==> config.mk <==
export PLATFORM = sky130hd
export DESIGN_NAME = dual_pol_spectrometer
export DESIGN_NICKNAME = d
export VERILOG_FILES = /design/src/hdl/spec_bus_pkg.sv /design/src/hdl/spec_sample_pkg.sv /design/src/hdl/dual_pol_spectrometer.sv /design/src/hdl/spectrum_store.sv /design/src/hdl/spectrometer_lane.sv /design/src/hdl/vector_accumulator.sv /design/src/hdl/complex_power.sv
export VERILOG_INCLUDE_DIRS = /design/src /design/src/hdl
export SDC_FILE = /design/constraint.sdc
export NUM_CORES = 2
export LEC_CHECK = 0
export ABC_AREA = 1
export BUFFER_PORTS_ARGS = -buffer_cell sky130_fd_sc_hd__buf_2
export CORE_ASPECT_RATIO = 1.1
export CORE_MARGIN = 2
export CORE_UTILIZATION = 50
export CTS_CLUSTER_DIAMETER = 60
export CTS_CLUSTER_SIZE = 25
export DETAILED_ROUTE_END_ITERATION = 12
export GPL_TIMING_DRIVEN = 0
export PLACE_DENSITY = 0.66
export SLEW_MARGIN = 20
export SYNTH_ARGS = -nofsm -noshare
export SYNTH_HDL_FRONTEND = slang
export SYNTH_SLANG_ARGS = --single-unit
export TNS_END_PERCENT = 1
==> constraint.sdc <==
create_clock -name clk -period 6.3 [get_ports clk]
set_clock_uncertainty 0.2 [all_clocks]
set_input_delay 0.63 -clock clk [delete_from_list [all_inputs] [get_ports clk]]
set_output_delay 0.63 -clock clk [all_outputs]
set_load 0.01 [all_outputs]
==> src/hdl/spec_config.svh <==
`ifndef SPEC_CONFIG_SVH
`define SPEC_CONFIG_SVH

// signed width of re and im
`define SPEC_DIN_WIDTH 8

// bins per frame (at least 4)
`define SPEC_VECTOR_LEN 8
`define SPEC_BIN_WIDTH 3

// re^2 + im^2 peaks at 32768 and still fits
`define SPEC_POWER_WIDTH (2 * `SPEC_DIN_WIDTH)

// running sums and the total spectrum
`define SPEC_ACC_WIDTH 32

// wishbone word address
`define SPEC_WB_ADR_WIDTH 4

// frames per accumulation
`define SPEC_ACC_LEN_WIDTH 8
`define SPEC_ACC_LEN_DEFAULT 1

`endif
==> src/hdl/spec_bus_pkg.sv <==
`include "spec_config.svh"

package spec_bus_pkg;

    // master to slave
    typedef struct packed {
        logic                         cyc;
        logic                         stb;
        logic                         we;
        logic [`SPEC_WB_ADR_WIDTH-1:0] adr;
        logic [31:0]                  dat_w;
    } wb_req_t;

    // slave to master
    typedef struct packed {
        logic        ack;
        logic [31:0] dat_r;
    } wb_rsp_t;

    // bins sit at 0 .. VECTOR_LEN-1 with the register right above them
    localparam logic [`SPEC_WB_ADR_WIDTH-1:0] ADR_ACC_LEN = `SPEC_WB_ADR_WIDTH'(`SPEC_VECTOR_LEN);

endpackage

==> src/hdl/spec_sample_pkg.sv <==
`include "spec_config.svh"

package spec_sample_pkg;

    // one complex FFT output sample
    typedef struct packed {
        logic signed [`SPEC_DIN_WIDTH-1:0] re;
        logic signed [`SPEC_DIN_WIDTH-1:0] im;
    } cplx_t;

    // both polarizations share valid and sync
    typedef struct packed {
        logic  valid;
        logic  sync;
        cplx_t a;
        cplx_t b;
    } lane_in_t;

    // last marks the top bin of the final frame only
    typedef struct packed {
        logic                       valid;
        logic                       last;
        logic                       final_frame;
        logic [`SPEC_BIN_WIDTH-1:0] bin;
        logic [`SPEC_ACC_WIDTH-1:0] value;
    } bin_word_t;

endpackage

==> src/hdl/dual_pol_spectrometer.sv <==
`include "spec_config.svh"

module dual_pol_spectrometer (
    input  logic                        clk,
    input  logic                        cnt_rst,
    input  spec_sample_pkg::lane_in_t   data_in,
    input  spec_bus_pkg::wb_req_t       wb_req,
    output spec_bus_pkg::wb_rsp_t       wb_rsp,
    output logic                        spec_ready
);

    spec_sample_pkg::bin_word_t           acc_a;
    spec_sample_pkg::bin_word_t           acc_b;
    logic [`SPEC_ACC_LEN_WIDTH-1:0]       acc_len;

    // polarization a
    spectrometer_lane lane_a (
        .clk       (clk),
        .cnt_rst   (cnt_rst),
        .din       (data_in.a),
        .din_valid (data_in.valid),
        .sync      (data_in.sync),
        .acc_len   (acc_len),
        .dout      (acc_a)
    );

    // polarization b
    spectrometer_lane lane_b (
        .clk       (clk),
        .cnt_rst   (cnt_rst),
        .din       (data_in.b),
        .din_valid (data_in.valid),
        .sync      (data_in.sync),
        .acc_len   (acc_len),
        .dout      (acc_b)
    );

    spectrum_store u_store (
        .clk        (clk),
        .cnt_rst    (cnt_rst),
        .acc_a      (acc_a),
        .acc_b      (acc_b),
        .acc_len    (acc_len),
        .spec_ready (spec_ready),
        .wb_req     (wb_req),
        .wb_rsp     (wb_rsp)
    );

endmodule

==> src/hdl/spectrum_store.sv <==
`include "spec_config.svh"

module spectrum_store (
    input  logic                            clk,
    input  logic                            cnt_rst,
    input  spec_sample_pkg::bin_word_t      acc_a,
    input  spec_sample_pkg::bin_word_t      acc_b,
    output logic [`SPEC_ACC_LEN_WIDTH-1:0]  acc_len,
    output logic                            spec_ready,
    input  spec_bus_pkg::wb_req_t           wb_req,
    output spec_bus_pkg::wb_rsp_t           wb_rsp
);

    localparam int VL = `SPEC_VECTOR_LEN;
    localparam int BW = `SPEC_BIN_WIDTH;
    localparam int AW = `SPEC_ACC_WIDTH;
    localparam int LW = `SPEC_ACC_LEN_WIDTH;

    // registered write into the total RAM
    typedef struct packed {
        logic          en;
        logic          last;
        logic [BW-1:0] bin;
        logic [AW-1:0] sum;
    } wr_t;

    logic [AW-1:0] ram [VL];
    wr_t           wr;
    logic          req;
    logic          take;
    logic          held;
    logic          ack_q;
    logic [31:0]   rd_data;
    logic [31:0]   dat_r_q;

    // both lanes run in lockstep, so lane a gives the tags
    always_ff @(posedge clk) begin
        if (cnt_rst) begin
            wr.en      <= 1'b0;
            wr.last    <= 1'b0;
            spec_ready <= 1'b0;
        end else begin
            wr.en      <= acc_a.valid && acc_a.final_frame;
            wr.last    <= acc_a.valid && acc_a.last;
            wr.bin     <= acc_a.bin;
            wr.sum     <= acc_a.value + acc_b.value;
            spec_ready <= wr.en && wr.last;
        end
    end

    always_ff @(posedge clk) begin
        if (wr.en) begin
            ram[wr.bin] <= wr.sum;
        end
    end

    // wishbone classic with one ack per strobe
    assign req  = wb_req.cyc && wb_req.stb;
    assign take = req && !held && !ack_q;

    always_comb begin
        if (wb_req.adr < `SPEC_WB_ADR_WIDTH'(VL)) begin
            rd_data = 32'(ram[wb_req.adr[BW-1:0]]);
        end else if (wb_req.adr == spec_bus_pkg::ADR_ACC_LEN) begin
            rd_data = 32'(acc_len);
        end else begin
            rd_data = '0;
        end
    end

    always_ff @(posedge clk) begin
        if (cnt_rst) begin
            ack_q   <= 1'b0;
            held    <= 1'b0;
            acc_len <= LW'(`SPEC_ACC_LEN_DEFAULT);
        end else begin
            ack_q <= take;
            // stays set until the master drops stb
            held  <= req && (held || ack_q);
            if (take && wb_req.we && wb_req.adr == spec_bus_pkg::ADR_ACC_LEN) begin
                // a zero length becomes one frame
                acc_len <= (wb_req.dat_w[LW-1:0] == '0) ? LW'(1) : wb_req.dat_w[LW-1:0];
            end
        end
    end

    always_ff @(posedge clk) begin
        if (take) begin
            dat_r_q <= rd_data;
        end
    end

    assign wb_rsp.ack   = ack_q;
    assign wb_rsp.dat_r = dat_r_q;

    a_lanes_aligned: assert property (
        @(posedge clk) disable iff (cnt_rst)
        (acc_a.valid == acc_b.valid) &&
        (!acc_a.valid || (acc_a.bin == acc_b.bin && acc_a.last == acc_b.last &&
                          acc_a.final_frame == acc_b.final_frame))
    ) else $error("spectrum_store: lanes out of step");

    // a strobe held past its ack gets no second ack
    a_ack_once_per_strobe: assert property (
        @(posedge clk) disable iff (cnt_rst)
        $past(wb_rsp.ack) && $past(req) && req |=> !wb_rsp.ack
    ) else $error("spectrum_store: second ack for one strobe");

endmodule

==> src/hdl/spectrometer_lane.sv <==
`include "spec_config.svh"

module spectrometer_lane (
    input  logic                            clk,
    input  logic                            cnt_rst,
    input  spec_sample_pkg::cplx_t          din,
    input  logic                            din_valid,
    input  logic                            sync,
    input  logic [`SPEC_ACC_LEN_WIDTH-1:0]  acc_len,
    output spec_sample_pkg::bin_word_t      dout
);

    localparam int BW = `SPEC_BIN_WIDTH;
    localparam int FW = `SPEC_ACC_LEN_WIDTH;

    // bin position of a beat carried alongside the power pipeline
    typedef struct packed {
        logic [BW-1:0] bin;
        logic          first_frame;
        logic          last_frame;
    } tag_t;

    logic [BW-1:0]              bin_cnt;
    logic [FW-1:0]              frame_cnt;
    logic                       armed;
    logic                       beat;
    logic [BW-1:0]              cur_bin;
    logic [FW-1:0]              cur_frame;
    tag_t                       cur_tag;
    tag_t                       tag_d [2];
    logic [`SPEC_POWER_WIDTH-1:0] power;
    logic                       power_valid;

    // sync restarts at bin 0 frame 0 even mid-stream
    assign cur_bin   = sync ? '0 : bin_cnt;
    assign cur_frame = sync ? '0 : frame_cnt;
    // nothing counts until the first sync
    assign beat      = din_valid && (sync || armed);

    assign cur_tag.bin         = cur_bin;
    assign cur_tag.first_frame = (cur_frame == '0);
    assign cur_tag.last_frame  = (cur_frame == acc_len - FW'(1));

    always_ff @(posedge clk) begin
        if (cnt_rst) begin
            armed     <= 1'b0;
            bin_cnt   <= '0;
            frame_cnt <= '0;
        end else if (beat) begin
            armed <= 1'b1;
            if (cur_bin == BW'(`SPEC_VECTOR_LEN - 1)) begin
                bin_cnt   <= '0;
                // wrap after acc_len frames without a sync
                frame_cnt <= cur_tag.last_frame ? '0 : cur_frame + FW'(1);
            end else begin
                bin_cnt   <= cur_bin + BW'(1);
                frame_cnt <= cur_frame;
            end
        end
    end

    // two cycles to match complex_power
    always_ff @(posedge clk) begin
        tag_d[0] <= cur_tag;
        tag_d[1] <= tag_d[0];
    end

    complex_power u_power (
        .clk        (clk),
        .cnt_rst    (cnt_rst),
        .din        (din),
        .din_valid  (beat),
        .dout       (power),
        .dout_valid (power_valid)
    );

    vector_accumulator u_acc (
        .clk         (clk),
        .cnt_rst     (cnt_rst),
        .din         (power),
        .din_valid   (power_valid),
        .bin         (tag_d[1].bin),
        .first_frame (tag_d[1].first_frame),
        .last_frame  (tag_d[1].last_frame),
        .dout        (dout)
    );

    a_frame_in_range: assert property (
        @(posedge clk) disable iff (cnt_rst)
        armed |-> frame_cnt < acc_len
    ) else $error("spectrometer_lane: frame count reached acc_len");

endmodule

==> src/hdl/vector_accumulator.sv <==
`include "spec_config.svh"

module vector_accumulator (
    input  logic                          clk,
    input  logic                          cnt_rst,
    input  logic [`SPEC_POWER_WIDTH-1:0]  din,
    input  logic                          din_valid,
    input  logic [`SPEC_BIN_WIDTH-1:0]    bin,
    input  logic                          first_frame,
    input  logic                          last_frame,
    output spec_sample_pkg::bin_word_t    dout
);

    localparam int VL = `SPEC_VECTOR_LEN;
    localparam int AW = `SPEC_ACC_WIDTH;

    // one running sum per bin
    logic [AW-1:0] mem [VL];
    logic [AW-1:0] sum;
    logic          top_bin;

    // first frame drops whatever an earlier accumulation left behind
    always_comb begin
        if (first_frame) begin
            sum = AW'(din);
        end else begin
            sum = mem[bin] + AW'(din);
        end
    end

    assign top_bin = (bin == `SPEC_BIN_WIDTH'(VL - 1));

    always_ff @(posedge clk) begin
        if (din_valid) begin
            mem[bin] <= sum;
        end
    end

    // running sum goes out in every frame
    always_ff @(posedge clk) begin
        if (cnt_rst) begin
            dout.valid <= 1'b0;
        end else begin
            dout.valid <= din_valid;
            if (din_valid) begin
                dout.last        <= last_frame && top_bin;
                dout.final_frame <= last_frame;
                dout.bin         <= bin;
                dout.value       <= sum;
            end
        end
    end

    // back to back beats must walk through the bins
    a_bin_advances: assert property (
        @(posedge clk) disable iff (cnt_rst)
        din_valid && $past(din_valid) |-> bin != $past(bin)
    ) else $error("vector_accumulator: same bin on consecutive beats");

endmodule

==> src/hdl/complex_power.sv <==
`include "spec_config.svh"

module complex_power (
    input  logic                          clk,
    input  logic                          cnt_rst,
    input  spec_sample_pkg::cplx_t        din,
    input  logic                          din_valid,
    output logic [`SPEC_POWER_WIDTH-1:0]  dout,
    output logic                          dout_valid
);

    logic signed [`SPEC_POWER_WIDTH-1:0] re_prod;
    logic signed [`SPEC_POWER_WIDTH-1:0] im_prod;
    logic [`SPEC_POWER_WIDTH-1:0]        re_sq;
    logic [`SPEC_POWER_WIDTH-1:0]        im_sq;
    logic [1:0]                          valid_sr;

    // products are sign extended to full width before multiplying
    assign re_prod = din.re * din.re;
    assign im_prod = din.im * din.im;

    // stage 1 squares, stage 2 sum
    always_ff @(posedge clk) begin
        re_sq <= re_prod;
        im_sq <= im_prod;
        dout  <= re_sq + im_sq;
    end

    always_ff @(posedge clk) begin
        if (cnt_rst) begin
            valid_sr <= 2'b00;
        end else begin
            valid_sr <= {valid_sr[0], din_valid};
        end
    end

    assign dout_valid = valid_sr[1];

endmodule

==> flow_results.org <==
** Outcome
- The run finished with clean final reports.

** Die
- DIE HEIGHT :: 346 µm
- Die outline width :: around 320 µm
- The die covers 0.109 mm².
- Initial Util :: about half
- Core Area :: between 0.1 and 0.15 mm²
- The floorplan has roughly 130 rows.
- I/O pin cnt :: 109

** Worst setup path
- Worst setup path end :: lane_b.u_acc.mem[4][24]
- At the worst endpoint, the required time is 6390 ps.
- By startpoint and endpoint, the worst setup path is classified as register to register.
- Launch point of the worst path :: lane_b.tag_d[0][7]
- In this run the critical register-to-register path is captured at lane_b.u_acc.mem[4][24].
- Reg2Reg Setup Slack :: slightly above 700 ps
- CP Max Fanout :: 10
- Crit path capture type :: register
- Data arrival at the endpoint of the critical path :: between 5000 and 6000 ps
- Worst reg-to-reg path cell count :: 21
- STA classifies the critical path startpoint as a register.
- The startpoint identified for the worst register-to-register timing path is lane_b.tag_d[0][7].

** Logic synthesis
- In this run, synthesis produced a sequential element count of about 1100.
- Dividing the synthesized area by the synthesized cell count gives roughly 10 µm².
- Post-Syn Instances :: around 5000
- Synthesized Nets :: between 5000 and 6000
- Synthesis instantiated 48 different standard cells from the library.
- After synthesis, the share of flip-flops with an asynchronous set or reset is 0%.
- Number of flops mapped to enable cells by yosys :: approximately 900
- In the synthesized netlist the dominant register cell turns out to be edfxtp_1.
- Sequential cells were found to cover between 50% and 60% of the synthesized design area.
- For this run, the number of Yosys warnings is 0.
- Mapped Area :: around 0.053 mm²

** Clock tree
- TritonCTS clock tree :: yes
- The H-tree was split into 3 levels.
- No sink is reached through more buffers than the 3 on the longest clock path.
- Clock tree synthesis found a total of 1056 sinks.
- Worst-path clk slew :: roughly 90 ps
- Clock tree synthesis inserted a total of 73 buffers.
- Master cell of the clock root buffer :: clkbuf_16
- At the later pin of the worst-skew pair, clock insertion delay measures 670 ps.
- Post CTS Setup Buffer Count :: 0

** Run
- Maximum capacitance violations :: 0

** Placed design
- In this run, placement finished with an instance count of around 6600.
- RePlAce Congestion :: between 0.9 and 1
- Input and output buffers added on the ports amount to 73.
- Detailed-placement wirelength estimate :: slightly above 90000 µm
- In this run the cell area measured after placement is approximately 0.056 mm².

** Detailed routing
- DRT Pass-1 Iters :: 6
- Via-to-Cell Ratio :: 5.36
- Via count :: approximately 36000
- DRC violations left :: 0
- Once detail routing completed, the nets flagged for antenna violations numbered 0.
- In the final routed layout, each cell accounts on average for 18.5 µm.
- For this block, the initial DRC count from the detailed router was approximately 3300.
- Detailed-route wire length :: approximately 130000 µm

** Pwr
- Clock group share of total power :: 26.4%
- Fraction of power consumed by sequential logic :: between 40 and 50%
- For this design the static power due to leakage is about 24 nW.
- The internal portion of the total power is between 10 and 15 mW.
- Maximum vdd drop :: roughly 0.00023 V
- Per report_power, the combinational group accounts for ~30% of the total.
- The analysis attributes to net switching a power of roughly 6.5 mW.
- Net switching is between 30% and 40% of the power.
- In this run the power density over the cells is about 330 mW/mm².

** STA
- Period utilisation layout :: 88.8%
- Setup repair after global routing left no endpoint under its margin.
- Static timing analysis puts the maximum clock frequency at approximately 180 MHz.
- For the pin with the worst max-slew slack, the measured transition is approximately 1100 ps.
- Max transition margin :: 24.2%
- Hold violation count in the final report :: 0
- Setup violations remaining at the end of the flow were counted as 0.
- In the final timing run, aggregate negative setup slack is 0 ps.
- The max-slew violation total from the final report came to 0.
- The clock period could shrink to 5590 ps.

** Global route
- Global-route wire length before repair :: 196000 µm
- For this run the aggregate overflow at the end of global routing stands at 0.
- Global routing consumed, over all layers together, a little under a quarter of the routing resources.
- The number of global-route vias before repair is 35500.
- Initial antenna violation count :: 1
- Maximum number of pins on one net before global-route repair :: 33

** Min path
- Classification of the worst-slack hold path :: primary input to register

** Cells and area
- Syn-to-layout area delta :: 10.8%
- Share of layout cells above drive strength 1 :: 7.95%
- After the flow finishes, the layout carries non-filler instances totaling between 6000 and 7000.
- After filler insertion, the fill cell instance count of the layout stands at roughly 9000.
- The finished cells cover 0.0590 mm².
- Total Nets Final :: 5768
==> what timing repair did <==
item,4_1_cts,5_1_grt
hold buffers,4,0
hold endpoints to repair,4,0
endpoints found under the setup margin,0,0
resized for setup,0,0
==> power by group through the flow <==
stage	sequential, mW	clock (mW)	combinational [mW]
2_1_floorplan	8.50	0	4.50
5_1_grt	8.47	5.45	6.69
3_5_place_dp	8.59	0	5.85
6_report	8.43	5.11	5.82
4_1_cts	8.43	5.18	5.88
3_3_place_gp	8.59	0	5.72
==> final cells by class <==
type / count / area, µm² / area share, %
Clock inverter: 55 / 711 / 1.20
Inverter: 662 / 2490 / 4.21
Timing Repair Buffer: 110 / 1200 / 2.03
Antenna cell: 1 / 2.50 / 0.00424
Sequential cell: 1056 / 30200 / 51.2
Clock buffer: 79 / 1870 / 3.17
Tap cell: 1397 / 1750 / 2.96
Multi-Input combinational cell: 3221 / 20000 / 33.9
Buffer: 187 / 812 / 1.38
==> critical path, cell delays in order, from the launching register on <==
cell	delay, ps
dfxtp_1	350
buf_2	170
inv_2	180
buf_2	280
clkbuf_1	390
clkbuf_1	590
nor2_1	80
o2111ai_1	260
ha_1	230
inv_1	70
fa_1	380
inv_1	120
nand3_1	80
nand3_1	120
nand2_1	70
nand2_1	150
nand2_1	70
nand2_1	140
nand3_1	190
nor2_2	160
nor2_1	50
nor3_1	890
==> state kept, by name, indices dropped and copies added (netlist names), 16 cells and up <==
register             count
lane_a.u_acc.mem       256
lane_b.u_acc.mem       256
u_store.ram            256
lane_a.u_acc.dout       38
u_store.wr              37
lane_b.u_acc.dout       32
u_store.dat_r_q         32
lane_a.u_power.dout     16
lane_b.u_power.dout     16
==> per-layer routing <==
layer  global-route usage, %  wire (µm)  vias to the layer above
li1                        -          -                    17600
met1                    29.7      52400                    17500
met2                    40.6      62900                     1013
met3                    2.27       6430                      199
met4                    7.11       3470                        0
met5                       0          0                        -
==> stage by stage <==
stage / hold WS (ps) / total power, mW / utilization (%) / worst slack (ps)
2_1_floorplan: 110 / 13.0 / - / 1690
3_3_place_gp: 116 / 14.3 / 52.5 / 454
3_5_place_dp: 115 / 14.4 / 53.4 / 686
4_1_cts: 26.7 / 19.5 / 55.9 / 610
5_1_grt: 70.9 / 20.6 / 55.9 / 400
6_report: 55.8 / 19.4 / 55.9 / 708
==> cell families after synthesis <==
logic type | synth area share (%)
fa+ha+maj | 11.4
simple gates | 14.6
flops | 56.7
buf+inv | 6.19
xor+xnor | 2.61
compound gates | 8.51
==> how the worst min path moves through the flow <==
| stage | slack [ps] | cells after the start | to | start |
|---|---|---|---|---|
| floorplan | 110 | 0 | lane_a.tag_d[0][5] | lane_a.tag_d[0][0] |
| global placement | 120 | 0 | lane_a.tag_d[0][8] | lane_a.tag_d[0][3] |
| detailed placement | 120 | 0 | lane_b.tag_d[0][7] | lane_b.tag_d[0][2] |
| CTS | 30 | 3 | u_store.acc_len[0] | wb_req[0] |
| global route | 70 | 3 | u_store.acc_len[0] | wb_req[0] |
| finish | 60 | 3 | u_store.acc_len[0] | wb_req[0] |
==> synth_stat cells (2+ instances only) <==
library cell / count / area [µm²]
o22ai_1: 34 / 213
nor2_1: 724 / 2720
o32ai_1: 4 / 35.0
nor4_1: 7 / 43.8
o21ai_1: 10 / 50.1
nand3_1: 204 / 1020
nor3_1: 30 / 150
nor2_4: 10 / 113
buf_4: 4 / 30.0
nand3b_1: 5 / 37.5
nand4_2: 2 / 25.0
or2_2: 71 / 444
o21bai_1: 24 / 180
a31o_2: 2 / 17.5
a211oi_1: 3 / 22.5
a21oi_1: 177 / 886
nand2_2: 7 / 43.8
dfxtp_1: 152 / 3040
o211a_1: 2 / 20.0
clkinv_1: 4 / 15.0
o21ai_0: 400 / 2000
nor2_2: 9 / 56.3
o31ai_1: 8 / 60.1
buf_6: 6 / 67.6
o211ai_1: 51 / 383
xnor2_1: 61 / 534
inv_2: 13 / 48.8
buf_2: 39 / 195
a21boi_0: 4 / 30.0
nand2_1: 769 / 2890
o221ai_1: 9 / 78.8
edfxtp_1: 904 / 27100
and3_1: 6 / 37.5
xor2_1: 98 / 858
buf_1: 8 / 30.0
a31oi_1: 32 / 200
ha_1: 210 / 2630
fa_1: 172 / 3440
o2111ai_1: 30 / 263
clkbuf_1: 130 / 488
nand4_1: 32 / 200
a21o_1: 7 / 52.6
o21a_1: 4 / 30.0
inv_1: 644 / 2420
==> placed cells by master (no fill, tap or decap), types with 34 or more instances in the layout <==
cell and instances:
edfxtp_1 904, nor2_4 36, nand2_1 769, clkbuf_1 134, xor2_1 98, xnor2_1 61, o22ai_1 34, nor2_1 698
o211ai_1 51, fa_1 172, buf_2 112, o21ai_0 395, inv_1 644, or2_2 71, ha_1 210, a21oi_1 177
nand3_1 204, clkbuf_16 74, dfxtp_1 152
Note: power is estimated with default switching activity, not from simulation.
